## src/logic/ieu_config.svh

```systemverilog
`ifndef IEU_CONFIG_SVH
`define IEU_CONFIG_SVH

////////////////////
// core width
////////////////////

// integer register width, 32 or 64
// 64 turns on the W-type opcodes
`define XLEN 64

////////////////////
// extensions
////////////////////

`define M_SUPPORTED 1  // mul/div decode
`define A_SUPPORTED 1  // lr, sc and amo decode

`endif
```

## src/logic/ieuPkg.sv

```systemverilog
`default_nettype none

package ieuPkg;

  ////////////////////
  // enums
  ////////////////////

  // writeback source select
  typedef enum logic [2:0] {
    alu    = 3'd0,
    mem    = 3'd1,
    csr    = 3'd2,
    mulDiv = 3'd3,
    scFlag = 3'd4   // sc success flag
  } resultSrcT;

  // immediate format
  typedef enum logic [2:0] {
    I          = 3'd0,
    S          = 3'd1,
    B          = 3'd2,
    J          = 3'd3,
    U          = 3'd4,
    atomicZero = 3'd5  // atomics take a zero offset
  } immSrcT;

  ////////////////////
  // control words
  ////////////////////

  // full decode stage word
  typedef struct packed {
    logic       regWrite;
    immSrcT     immSrc;
    logic       aluSrcA;     // 1 selects pc
    logic       aluSrcB;     // 1 selects immediate
    logic [1:0] memRW;       // 10 read, 01 write, 11 amo
    resultSrcT  resultSrc;
    logic       branch;
    logic       jump;
    logic       targetSrc;   // jalr target from rs1
    logic       w64;         // 32-bit op on rv64
    logic       csrRead;
    logic       csrWrite;
    logic       privileged;
    logic       mulDiv;
    logic [1:0] atomic;      // 01 lr/sc, 10 amo
    logic [4:0] aluControl;
    logic       illegal;
  } decodeCtrlT;

  // execute stage, no immSrc or illegal
  typedef struct packed {
    logic       regWrite;
    logic       aluSrcA;
    logic       aluSrcB;
    logic [1:0] memRW;
    resultSrcT  resultSrc;
    logic       branch;
    logic       jump;
    logic       targetSrc;
    logic       w64;
    logic       csrRead;
    logic       csrWrite;
    logic       privileged;
    logic       mulDiv;
    logic [1:0] atomic;
    logic [4:0] aluControl;
    logic [2:0] funct3;
    logic [4:0] rd;
    logic       instrValid;
  } execCtrlT;

  // memory stage
  typedef struct packed {
    logic       regWrite;
    resultSrcT  resultSrc;
    logic [1:0] memRW;
    logic       csrRead;
    logic       csrWrite;
    logic       privileged;
    logic [2:0] funct3;      // access size for the lsu
    logic [1:0] atomic;
    logic [4:0] rd;
    logic       instrValid;
  } memCtrlT;

  // writeback stage
  typedef struct packed {
    logic       regWrite;
    resultSrcT  resultSrc;
    logic [4:0] rd;
    logic       instrValid;
  } wbCtrlT;

endpackage

`default_nettype wire

```

## src/logic/hazardIf.sv

```systemverilog
`default_nettype none

// controller <-> hazard unit, plain levels
interface hazardIf;

  // from the controller
  logic [4:0] rs1D;
  logic [4:0] rs2D;
  logic [4:0] rdE;
  logic       memReadE;   // load sitting in E
  logic       pcSrcE;     // redirect

  // from the hazard unit
  logic stallD;
  logic stallE;
  logic stallM;
  logic stallW;
  logic flushD;
  logic flushE;
  logic flushM;
  logic flushW;

  modport controller (
    output rs1D, rs2D, rdE, memReadE, pcSrcE,
    input  stallD, stallE, stallM, stallW,
    input  flushD, flushE, flushM, flushW
  );

  modport hazard (
    input  rs1D, rs2D, rdE, memReadE, pcSrcE,
    output stallD, stallE, stallM, stallW,
    output flushD, flushE, flushM, flushW
  );

endinterface

`default_nettype wire

```

## src/logic/ieuCtrl.sv

```systemverilog
`default_nettype none

module ieuCtrl (
  input  logic              clk,
  input  logic              arstN,
  input  logic [31:0]       instrD,
  input  logic              illegalIeuD,
  input  logic [2:0]        flagsE,      // {zero, lt, ltu}
  input  logic              memBusy,
  output logic              stallF,
  output ieuPkg::immSrcT    immSrcD,
  output logic              illegalBaseD,
  output logic [4:0]        aluControlE,
  output logic              aluSrcAE,
  output logic              aluSrcBE,
  output logic              targetSrcE,
  output logic [2:0]        funct3E,
  output logic              mulDivE,
  output logic              w64E,
  output logic              pcSrcE,
  output logic [1:0]        memRWM,
  output logic [2:0]        funct3M,
  output logic [1:0]        atomicM,
  output logic              csrReadM,
  output logic              csrWriteM,
  output logic              privilegedM,
  output logic              regWriteW,
  output ieuPkg::resultSrcT resultSrcW,
  output logic [4:0]        rdW,
  output logic              instrValidW,
  output logic              csrWritePending
);

  hazardIf hzBus ();

  controller ctrl (
    .clk             (clk),
    .arstN           (arstN),
    .instrD          (instrD),
    .illegalIeuD     (illegalIeuD),
    .flagsE          (flagsE),
    .hz              (hzBus.controller),
    .immSrcD         (immSrcD),
    .illegalBaseD    (illegalBaseD),
    .aluControlE     (aluControlE),
    .aluSrcAE        (aluSrcAE),
    .aluSrcBE        (aluSrcBE),
    .targetSrcE      (targetSrcE),
    .funct3E         (funct3E),
    .mulDivE         (mulDivE),
    .w64E            (w64E),
    .pcSrcE          (pcSrcE),
    .memRWM          (memRWM),
    .funct3M         (funct3M),
    .atomicM         (atomicM),
    .csrReadM        (csrReadM),
    .csrWriteM       (csrWriteM),
    .privilegedM     (privilegedM),
    .regWriteW       (regWriteW),
    .resultSrcW      (resultSrcW),
    .rdW             (rdW),
    .instrValidW     (instrValidW),
    .csrWritePending (csrWritePending)
  );

  hazardUnit hzUnit (
    .memBusy (memBusy),
    .hz      (hzBus.hazard),
    .stallF  (stallF)
  );

endmodule

`default_nettype wire

```

## src/logic/hazardUnit.sv

```systemverilog
`default_nettype none

module hazardUnit (
  input  logic    memBusy,  // lsu not done
  hazardIf.hazard hz,
  output logic    stallF
);

  logic loadUse;

  // load in E writing a reg that D reads, x0 never counts
  assign loadUse = hz.memReadE & (hz.rdE != 5'd0)
                 & ((hz.rdE == hz.rs1D) | (hz.rdE == hz.rs2D));

  ////////////////////
  // fixed priority
  ////////////////////

  always_comb begin
    stallF    = 1'b0;
    hz.stallD = 1'b0;
    hz.stallE = 1'b0;
    hz.stallM = 1'b0;
    hz.stallW = 1'b0;
    hz.flushD = 1'b0;
    hz.flushE = 1'b0;
    hz.flushM = 1'b0;  // idle flush only, not raised here
    hz.flushW = 1'b0;
    if (memBusy) begin
      stallF    = 1'b1;  // freeze whole pipe
      hz.stallD = 1'b1;
      hz.stallE = 1'b1;
      hz.stallM = 1'b1;
      hz.stallW = 1'b1;
    end else if (loadUse) begin
      stallF    = 1'b1;  // hold F and D one cycle
      hz.stallD = 1'b1;
      hz.flushE = 1'b1;  // bubble into E
    end else if (hz.pcSrcE) begin
      hz.flushD = 1'b1;  // kill wrong path
      hz.flushE = 1'b1;
    end
  end

endmodule

`default_nettype wire

```

## src/logic/controller.sv

```systemverilog
`default_nettype none

module controller (
  input  logic              clk,
  input  logic              arstN,
  input  logic [31:0]       instrD,
  input  logic              illegalIeuD,
  input  logic [2:0]        flagsE,        // {zero, lt, ltu}
  hazardIf.controller       hz,
  // decode
  output ieuPkg::immSrcT    immSrcD,
  output logic              illegalBaseD,
  // execute
  output logic [4:0]        aluControlE,
  output logic              aluSrcAE,
  output logic              aluSrcBE,
  output logic              targetSrcE,
  output logic [2:0]        funct3E,
  output logic              mulDivE,
  output logic              w64E,
  output logic              pcSrcE,
  // memory
  output logic [1:0]        memRWM,
  output logic [2:0]        funct3M,
  output logic [1:0]        atomicM,
  output logic              csrReadM,
  output logic              csrWriteM,
  output logic              privilegedM,
  // writeback
  output logic              regWriteW,
  output ieuPkg::resultSrcT resultSrcW,
  output logic [4:0]        rdW,
  output logic              instrValidW,
  output logic              csrWritePending
);

  ieuPkg::decodeCtrlT ctrlD;
  ieuPkg::execCtrlT   nextE;
  ieuPkg::execCtrlT   ctrlE;
  ieuPkg::memCtrlT    ctrlM;
  ieuPkg::wbCtrlT     ctrlW;
  logic               instrValidD;
  logic               zeroE;
  logic               ltE;
  logic               ltuE;
  logic               branchTakenE;

  ////////////////////
  // decode
  ////////////////////

  instrDecoder dec (
    .instrD      (instrD),
    .illegalIeuD (illegalIeuD),
    .ctrlD       (ctrlD)
  );

  assign immSrcD      = ctrlD.immSrc;
  assign illegalBaseD = ctrlD.illegal;
  assign hz.rs1D      = instrD[19:15];
  assign hz.rs2D      = instrD[24:20];

  // D slot valid, dropped when fetch is flushed
  always_ff @(posedge clk or negedge arstN) begin
    if (!arstN) begin
      instrValidD <= 1'b0;
    end else if (hz.flushD) begin
      instrValidD <= 1'b0;
    end else if (!hz.stallD) begin
      instrValidD <= 1'b1;
    end
  end

  assign nextE = '{
    regWrite:   ctrlD.regWrite,
    aluSrcA:    ctrlD.aluSrcA,
    aluSrcB:    ctrlD.aluSrcB,
    memRW:      ctrlD.memRW,
    resultSrc:  ctrlD.resultSrc,
    branch:     ctrlD.branch,
    jump:       ctrlD.jump,
    targetSrc:  ctrlD.targetSrc,
    w64:        ctrlD.w64,
    csrRead:    ctrlD.csrRead,
    csrWrite:   ctrlD.csrWrite,
    privileged: ctrlD.privileged,
    mulDiv:     ctrlD.mulDiv,
    atomic:     ctrlD.atomic,
    aluControl: ctrlD.aluControl,
    funct3:     instrD[14:12],
    rd:         instrD[11:7],
    instrValid: instrValidD
  };

  ////////////////////
  // execute
  ////////////////////

  always_ff @(posedge clk or negedge arstN) begin
    if (!arstN) begin
      ctrlE <= '0;
    end else if (hz.flushE) begin
      ctrlE <= '0;                // bubble
    end else if (!hz.stallE) begin
      ctrlE <= nextE;
    end
  end

  assign {zeroE, ltE, ltuE} = flagsE;

  always_comb begin
    case (ctrlE.funct3)
      3'b000:  branchTakenE = zeroE;   // beq
      3'b001:  branchTakenE = ~zeroE;  // bne
      3'b100:  branchTakenE = ltE;     // blt
      3'b101:  branchTakenE = ~ltE;    // bge
      3'b110:  branchTakenE = ltuE;    // bltu
      3'b111:  branchTakenE = ~ltuE;   // bgeu
      default: branchTakenE = 1'b0;
    endcase
  end

  assign pcSrcE      = ctrlE.jump | (ctrlE.branch & branchTakenE);
  assign hz.pcSrcE   = pcSrcE;
  assign hz.rdE      = ctrlE.rd;
  assign hz.memReadE = ctrlE.memRW[1];  // loads, lr, amo

  assign aluControlE = ctrlE.aluControl;
  assign aluSrcAE    = ctrlE.aluSrcA;
  assign aluSrcBE    = ctrlE.aluSrcB;
  assign targetSrcE  = ctrlE.targetSrc;
  assign funct3E     = ctrlE.funct3;
  assign mulDivE     = ctrlE.mulDiv;
  assign w64E        = ctrlE.w64;

  ////////////////////
  // memory, writeback
  ////////////////////

  always_ff @(posedge clk or negedge arstN) begin
    if (!arstN) begin
      ctrlM <= '0;
    end else if (hz.flushM) begin
      ctrlM <= '0;
    end else if (!hz.stallM) begin
      ctrlM <= '{ctrlE.regWrite, ctrlE.resultSrc, ctrlE.memRW, ctrlE.csrRead,
                 ctrlE.csrWrite, ctrlE.privileged, ctrlE.funct3, ctrlE.atomic,
                 ctrlE.rd, ctrlE.instrValid};
    end
  end

  always_ff @(posedge clk or negedge arstN) begin
    if (!arstN) begin
      ctrlW <= '0;
    end else if (hz.flushW) begin
      ctrlW <= '0;
    end else if (!hz.stallW) begin
      ctrlW <= '{ctrlM.regWrite, ctrlM.resultSrc, ctrlM.rd, ctrlM.instrValid};
    end
  end

  assign memRWM      = ctrlM.memRW;
  assign funct3M     = ctrlM.funct3;
  assign atomicM     = ctrlM.atomic;
  assign csrReadM    = ctrlM.csrRead;
  assign csrWriteM   = ctrlM.csrWrite;
  assign privilegedM = ctrlM.privileged;

  assign regWriteW   = ctrlW.regWrite;
  assign resultSrcW  = ctrlW.resultSrc;
  assign rdW         = ctrlW.rd;
  assign instrValidW = ctrlW.instrValid;

  // any csr write still ahead of writeback
  assign csrWritePending = ctrlD.csrWrite | ctrlE.csrWrite | ctrlM.csrWrite;

endmodule

`default_nettype wire

```

## src/logic/instrDecoder.sv

```systemverilog
`default_nettype none
`include "ieu_config.svh"

module instrDecoder (
  input  logic [31:0]        instrD,
  input  logic               illegalIeuD,  // fault raised outside the base decode
  output ieuPkg::decodeCtrlT ctrlD
);

  logic [6:0]         op;
  logic [2:0]         funct3;
  logic [6:0]         funct7;
  logic [1:0]         aluOp;       // 00 add, 01 sub, 10 funct decode, 11 pass b
  logic               altOp;
  logic [4:0]         aluControl;
  logic               csrZeroSrc;
  ieuPkg::decodeCtrlT raw;         // word before alu and csr fixups

  assign op     = instrD[6:0];
  assign funct3 = instrD[14:12];
  assign funct7 = instrD[31:25];

  ////////////////////
  // main decoder
  ////////////////////

  always_comb begin
    raw   = '0;            // everything off, immSrc I
    aluOp = 2'b00;
    case (op)
      7'b0000011: begin    // loads
        raw.regWrite  = 1'b1;
        raw.aluSrcB   = 1'b1;
        raw.memRW     = 2'b10;
        raw.resultSrc = ieuPkg::mem;
      end
      7'b0001111: begin    // fence, nop in order
      end
      7'b0010011: begin    // op-imm
        raw.regWrite = 1'b1;
        raw.aluSrcB  = 1'b1;
        aluOp        = 2'b10;
      end
      7'b0010111: begin    // auipc
        raw.regWrite = 1'b1;
        raw.immSrc   = ieuPkg::U;
        raw.aluSrcA  = 1'b1;
        raw.aluSrcB  = 1'b1;
      end
      7'b0011011: begin    // op-imm-32
        if (`XLEN == 64) begin
          raw.regWrite = 1'b1;
          raw.aluSrcB  = 1'b1;
          raw.w64      = 1'b1;
          aluOp        = 2'b10;
        end else begin
          raw.illegal = 1'b1;
        end
      end
      7'b0100011: begin    // stores
        raw.immSrc  = ieuPkg::S;
        raw.aluSrcB = 1'b1;
        raw.memRW   = 2'b01;
      end
      7'b0101111: begin    // amo space
        if (`A_SUPPORTED != 0) begin
          raw.regWrite = 1'b1;
          raw.immSrc   = ieuPkg::atomicZero;
          raw.aluSrcB  = 1'b1;
          case (instrD[31:27])
            5'b00010: begin  // lr
              raw.memRW     = 2'b10;
              raw.resultSrc = ieuPkg::mem;
              raw.atomic    = 2'b01;
            end
            5'b00011: begin  // sc, writes back the flag
              raw.memRW     = 2'b01;
              raw.resultSrc = ieuPkg::scFlag;
              raw.atomic    = 2'b01;
            end
            default: begin   // read-modify-write amo
              raw.memRW     = 2'b11;
              raw.resultSrc = ieuPkg::mem;
              raw.atomic    = 2'b10;
            end
          endcase
        end else begin
          raw.illegal = 1'b1;
        end
      end
      7'b0110011, 7'b0111011: begin  // op and op-32
        if (op[3] && `XLEN != 64) begin
          raw.illegal = 1'b1;          // no W ops on rv32
        end else if (funct7 == 7'b0000000 || funct7 == 7'b0100000) begin
          raw.regWrite = 1'b1;
          raw.w64      = op[3];
          aluOp        = 2'b10;
        end else if (funct7 == 7'b0000001 && `M_SUPPORTED != 0) begin
          raw.regWrite  = 1'b1;
          raw.resultSrc = ieuPkg::mulDiv;
          raw.mulDiv    = 1'b1;
          raw.w64       = op[3];
        end else begin
          raw.illegal = 1'b1;
        end
      end
      7'b0110111: begin    // lui
        raw.regWrite = 1'b1;
        raw.immSrc   = ieuPkg::U;
        raw.aluSrcB  = 1'b1;
        aluOp        = 2'b11;
      end
      7'b1100011: begin    // branches compare via sub
        raw.immSrc = ieuPkg::B;
        raw.branch = 1'b1;
        aluOp      = 2'b01;
      end
      7'b1100111: begin    // jalr, I imm
        raw.regWrite  = 1'b1;
        raw.jump      = 1'b1;
        raw.targetSrc = 1'b1;
      end
      7'b1101111: begin    // jal
        raw.regWrite = 1'b1;
        raw.immSrc   = ieuPkg::J;
        raw.jump     = 1'b1;
      end
      7'b1110011: begin    // system
        if (funct3 == 3'b000) begin
          raw.privileged = 1'b1;  // ecall, mret etc. decoded downstream
        end else begin
          raw.regWrite  = 1'b1;
          raw.resultSrc = ieuPkg::csr;
          raw.csrRead   = 1'b1;
        end
      end
      default: raw.illegal = 1'b1;
    endcase
  end

  ////////////////////
  // alu control
  ////////////////////

  // alternate encodings: sub (reg form only), sra, slt, sltu
  assign altOp = (funct3 == 3'b000 & funct7[5] & op[5])
               | (funct3 == 3'b101 & funct7[5])
               | (funct3 == 3'b010)
               | (funct3 == 3'b011);

  always_comb begin
    case (aluOp)
      2'b00:   aluControl = 5'b00000;                 // add, addresses
      2'b01:   aluControl = 5'b01000;                 // sub
      2'b11:   aluControl = 5'b01110;                 // pass b
      default: aluControl = {raw.w64, altOp, funct3};
    endcase
  end

  // csrrs/csrrc with x0 or zero uimm only read
  assign csrZeroSrc = (instrD[19:15] == 5'd0);

  always_comb begin
    ctrlD            = raw;
    ctrlD.aluControl = aluControl;
    ctrlD.csrWrite   = raw.csrRead & ~(csrZeroSrc & funct3[1]);
    if (illegalIeuD) begin
      ctrlD         = '0;           // squash, keep only the fault
      ctrlD.illegal = raw.illegal;
    end
  end

endmodule

`default_nettype wire

```

## config.mk

```make
export PLATFORM = sky130hd
export DESIGN_NAME = ieuCtrl
export DESIGN_NICKNAME = d
export VERILOG_FILES = /design/src/logic/ieuPkg.sv /design/src/logic/hazardIf.sv /design/src/logic/ieuCtrl.sv /design/src/logic/hazardUnit.sv /design/src/logic/controller.sv /design/src/logic/instrDecoder.sv
export VERILOG_INCLUDE_DIRS = /design/src /design/src/logic
export SDC_FILE = /design/constraint.sdc
export NUM_CORES = 1
export LEC_CHECK = 0
export ABC_AREA = 1
export BUFFER_PORTS_ARGS = -buffer_cell sky130_fd_sc_hd__buf_4
export CAP_MARGIN = 20
export CORE_MARGIN = 5
export CORE_UTILIZATION = 25
export DETAILED_ROUTE_END_ITERATION = 6
export SYNTH_ARGS = -nofsm -noshare
export SYNTH_HDL_FRONTEND = slang
export SYNTH_SLANG_ARGS = --single-unit
```

## constraint.sdc

```tcl
create_clock -name clk -period 1.45 [get_ports clk]
set_input_delay 0.145 -clock clk [delete_from_list [all_inputs] [get_ports clk]]
set_output_delay 0.145 -clock clk [all_outputs]
set_load 0.01 [all_outputs]
```

Word-level counts from Yosys, hierarchy flattened
Index checks and enable logic that the tools add are counted.
{"block": "op_classes", "n_mux": 46, "bitwise": 19, "eq_ne": 32, "n_reduce_logical": 15}
{"operator": "32-bit 2-to-1 mux", "count": 2}
{"operator": "7-bit by 6-bit == test with 1-bit output, second input constant", "count": 6}
{"operator": "7-bit == test, second input constant", "count": 4}
{"operator": "1-bit 2-to-1 mux", "count": 27}
{"operator": "27-bit 2-to-1 mux", "count": 1}
{"operator": "7-bit by 5-bit == test with 1-bit output, second input constant", "count": 3}
{"operator": "3-bit == test, second input constant", "count": 5}
{"operator": "3-bit one-hot mux with 5 select lines", "count": 1}
{"operator": "5-bit one-hot mux with 3 select lines", "count": 1}
{"operator": "2-bit 2-to-1 mux", "count": 6}
{"operator": "3-bit one-hot mux with 4 select lines", "count": 1}
{"operator": "12-bit OR reduction", "count": 1}
{"operator": "5-bit by 2-bit == test with 1-bit output, second input constant", "count": 2}
{"operator": "5-bit == test", "count": 2}
{"operator": "5-bit one-hot mux with 2 select lines", "count": 1}
{"operator": "2-bit OR reduction", "count": 5}
{"operator": "1-bit AND", "count": 8}
{"operator": "2-bit one-hot mux with 4 select lines", "count": 1}
{"operator": "8-bit OR reduction", "count": 1}
{"operator": "7-bit by 1-bit == test with 1-bit output, second input constant", "count": 1}
{"operator": "7-bit by 2-bit == test with 1-bit output, second input constant", "count": 1}
{"operator": "7-bit by 4-bit == test with 1-bit output, second input constant", "count": 1}
{"operator": "7-bit logical NOT", "count": 1}
{"operator": "1-bit bitwise OR", "count": 7}
{"operator": "other kinds (16)", "count": 23}
{"block": "word_totals", "register_bits": 63, "input_bits": 39, "output_inout_bits": 40, "wordCells": 145}

Depth between registers and ports, before layout
{"block": "logic_depth", "depth_word": 10, "depth_mapped": 11, "depth_no_buf": 10}

By module
A second synthesis with hierarchy kept.
{"block": "hier_totals", "cells_unflattened": 498, "hier_area_um2": 3737.3}
{"module": "controller", "area_each_um2": 2864.0, "cells_per_inst": 309, "seq_area_each_um2": 1576.5, "n_inst": 1}
{"module": "instrDecoder", "area_each_um2": 591.8, "cells_per_inst": 127, "seq_area_each_um2": 0.0, "n_inst": 1}
{"module": "hazardUnit", "area_each_um2": 281.5, "cells_per_inst": 62, "seq_area_each_um2": 0.0, "n_inst": 1}

Worst setup path before layout
OpenSTA, ideal clock, no wires.
{"block": "synth_path", "kind": "register -> output", "start": "register ctrl.ctrlE, in the netlist ctrl.funct3E[0]", "end": "output pcSrcE", "required_ns": 1.305, "arrival_time_ns": 1.155, "path_slack_ns": 0.150, "n_path_buf": 1, "path_stages_with_launch": 7, "path_cell_list": "dfrtp_1 or2_0 nand4_1 nand2_2 a21oi_4 buf_6 inv_1"}
{"block": "synth_via", "elab_chain_cells": 4, "word_cells_on_any_way": 9, "cone_classes": "eq/ne: 5; mux: 1; bitwise: 2; reduce/logical: 1"}
{"element": "start, declared", "line": "controller.sv:39", "rtl": "ieuPkg::execCtrlT ctrlE;"}
{"element": "start signal, assigned", "line": "controller.sv:105", "rtl": "ctrlE <= nextE;"}
{"element": "3-bit == test, or another cell as far along", "line": "controller.sv:112", "rtl": "case (ctrlE.funct3)"}
{"element": "1-bit one-hot mux with 6 select lines (*)", "line": "controller.sv:112"}
{"element": "1-bit AND (*)", "line": "controller.sv:123", "rtl": "assign pcSrcE = ctrlE.jump | (ctrlE.branch & branchTakenE);"}
{"element": "1-bit bitwise OR (*)", "line": "controller.sv:123"}
{"element": "end, declared", "line": "ieuCtrl.sv:20", "rtl": "output logic pcSrcE,"}
Every way passes the cells marked *; elsewhere a longest branch is shown, timed or not.

Final worst setup path
Ends and elaborated chain as after synthesis.

==> summary.md <==
| Metric | Value |
|---|---|
| Yosys cell types | `31` |
| Final wirelength | `around 10,000 um` |
| Final Net Count | `approximately 590` |
| Gpl congestion | `0.958` |
| Critical path origin | `ctrl.funct3E[0]` |
| Area occupied by registers | `1580 um2` |
| DIE AREA | `around 16,000 um2` |
| CTS Root Buffer Type | `clkbuf_16` |
| H-tree depth | `3` |
| First-pass GRT wire length | `around 16,000 um` |
| Total Power | `around 4.7 mW` |
| Post-synthesis area per instance | `about 7.5 um2` |
| Largest net degree at the start of global routing | `37` |
| RSZ-0062 raised after global routing | `yes` |
| Max-Cap Viols | `0` |
| Synth Warn # | `0` |
| Core area | `approximately 14,000 um2` |
| Inserted Diodes | `0` |
| Final ANT Viol Nets | `0` |
| DRT iter0 DRCs | `roughly 210` |
| Port bufs | `a little under 80` |
| Worst R2R Start | `ctrl.funct3E[0]` |
| Syn nets | `roughly 500` |
| Commonest non-fill, non-tap cell in the layout | `nand2_1` |
| Gr usage total | `roughly an eighth` |
| P_sw | `~1.2 mW` |
| HP Class | `input port to flip-flop` |
| Clk buf depth | `2` |
| Critical-path maximum fanout | `4` |
| Fin Clk Skew | `between 0.008 and 0.009 ns` |
| Vias in the first global route | `around 3,200` |
| TritonCTS clock tree | `done` |
| Minimum clock period | `around 1.7 ns` |
| CP endpoint | `pcSrcE` |
| Hold_ws | `just under 0.09 ns` |
| Period utilization | `115%` |
| Power Density | `just under 1000 nW/um2` |
| Final Core Density | `around a third` |
| Failing checks | `setup timing` |
| Final Max Slew Viols | `0` |
| Worst Setup Start Kind | `flip-flop` |
| Worst EP required | `between 1 and 1.5 ns` |
| Leakage power | `approximately 2.6 nW` |
| Clk pwr share | `46.2%` |
| Asr flop ratio synth | `100%` |
| Flop pwr share | `between 40% and 50%` |
| Synthesized instance count | `about 460` |
| Worst-Skew Late Latency | `0.33 ns` |
| # IOs | `slightly below 80` |
| Worst Reg2Reg Path Length in Cells | `9` |
| Most frequent cells in the layout | `nand2_1 (183), buf_4 (104), dfrtp_1 (60)` |
| Worst slack at placement | `-0.0324 ns` |
| Part of the power in combinational logic | `13.3%` |
| Kind of end point of the critical path | `output pin` |
| Dpl cells | `between 700 and 800` |
| Initial Util | `between 20% and 30%` |
| CP Class | `flip-flop to output pin` |
| Sequential element share of the synthesized area | `about 45%` |
| Flop-to-flop setup slack | `-0.13 ns` |
| Site Rows | `43` |
| Die X | `roughly 130 um` |
| Post-synth EDFFs | `0` |
| Sink Count | `63` |
| Max VDD drop | `roughly 0.52 mV` |
| Worst-path clk slew | `about 0.05 ns` |
| CTS buffer count | `9` |
| Relative max-transition margin | `~74%` |
| First-pass DRT Iterations | `5` |
| Via density | `around 4.5` |
| Setup Viol. Count Final | `35` |
| Share of layout cells above drive strength 1 | `31.8%` |
| Final-report hold violation count | `0` |
| Footprint of the multi-input gates | `1540 um2` |
| Terminus of the critical flop-to-flop path | `ctrl.ctrlE[27]` |
| Grt ovf | `0` |
| Worst-Margin Slew | `a little under 0.4 ns` |
| PnR worst setup slack | `-0.217 ns` |
| Synth Register Bits | `63` |
| Status | `complete, but fails checks` |
| CP arrival | `1.52 ns` |
| Fillcell total | `approximately 1,400` |
| Sw Ratio | `between 20% and 30%` |
| Wire per inst | `13.5 um` |
| Fmax | `around 600 MHz` |
| Initial antenna violation count | `0` |
| Pint | `around 3.5 mW` |
| Mapped Area | `between 3000 and 4000 um2` |
| Die extent in y | `approximately 130 um` |
| Area Growth Syn to Fin | `38.6%` |
| Top_reg_cell synth | `dfrtp_1` |
| Fin cells | `740` |
| Dpl hpwl | `approximately 7400 um` |
| Vias post-DR | `3,316` |
| Drt drc | `0` |
## timing repair
action / 4_1_cts / 5_1_grt
pin swaps: 13 / 20
hold buffers: 1 / 0
buffers inserted: 6 / 10
gates resized for setup: 18 / 29
hold endpoints to repair: 27 / 0
endpoints found under the setup margin: 17 / 38
## routing by layer
metal  global-route usage, %  up-vias  routed length (um)
met5                       0        -                   0
met4                    3.87        0                 145
met3                    2.92       10                 591
met2                    19.6      103                4860
met1                    16.4     1560                4410
li1                        -     1643                   -
## final cells by class
class                      count  share of cell area [%]
sequential                    63                    32.9
multi-input combinational    323                    32.1
inverter                      40                    3.39
clock inverter                 6                    1.43
clock buffer                  10                    4.98
timing repair buffer         118                    20.5
tap                          180                    4.69
## worst max-delay path, stage by stage (launching register included)
cell and delay, ns:
dfrtp_1 0.42, or2_0 0.21, nand4_1 0.09, nand2_2 0.07, a21oi_4 0.16, buf_12 0.12
inv_4 0.03, buf_6 0.10
## per-stage QoR
stage	cell area, um2	setup TNS (ns)
floorplan	3470	0
global route	4800	-6.49
finish	4800	-3.04
CTS	4640	-3.22
detailed placement	4240	-0.128
global placement	4240	0
## flip-flops by register name, indices dropped and copies added (netlist names), 2 cells and up
register and flops:
ctrl.hz.rdE 5, ctrl.resultSrcW 3, ctrl.funct3E 3, ctrl.rdW 5
ctrl.aluControlE 5, ctrl.ctrlE 13, ctrl.ctrlM 10, ctrl.memRWM 2
ctrl.atomicM 2, ctrl.funct3M 3
## worst min-delay path by stage
stage          startpoint  slack, ns                  end  cells after the start
2_1_floorplan       arstN      -0.15  ctrl.aluControlE[0]                      0
3_3_place_gp        arstN       0.10      ctrl.funct3M[2]                      1
3_5_place_dp        arstN       0.10      ctrl.funct3M[2]                      1
4_1_cts         instrD[9]       0.08       ctrl.hz.rdE[2]                      3
5_1_grt         instrD[7]        0.1       ctrl.hz.rdE[0]                      3
6_report        instrD[9]       0.09       ctrl.hz.rdE[2]                      3
## power by group through the flow
stage | clock network [mW] | logic (mW) | registers [mW]
floorplan | 0 | 0.305 | 1.93
CTS | 2.23 | 0.603 | 1.90
detailed placement | 0 | 0.590 | 1.93
global route | 2.31 | 0.700 | 1.92
global placement | 0 | 0.584 | 1.93
finish | 2.18 | 0.627 | 1.90
## cell families after synthesis
family	count (synthesis)	synth area share [%]
xor gates and xnor gates	5	1.26
DFF	63	45.5
and+or+nand+nor	289	36.8
buffers and inverters	76	11.7
AOI/OAI and AO/OA	29	4.80
## cells in the mapped netlist, types with 2 or more instances
master | count | share of area [%]
a21oi_1 | 7 | 1.0
buf_2 | 5 | 0.72
buf_4 | 18 | 3.9
buf_6 | 6 | 1.9
clkbuf_1 | 7 | 0.76
dfrtp_1 | 63 | 45
inv_1 | 33 | 3.6
inv_2 | 7 | 0.76
nand2_1 | 186 | 20
nand2_2 | 7 | 1.3
nand3_1 | 14 | 2.0
nand3_2 | 2 | 0.58
nand4_1 | 35 | 6.3
nor2_1 | 33 | 3.6
nor2_2 | 2 | 0.36
nor2_4 | 2 | 0.65
nor3_1 | 3 | 0.43
o21ai_0 | 16 | 2.3
xnor2_1 | 2 | 0.51
xor2_1 | 3 | 0.76
(Power assumes the default switching activity.)
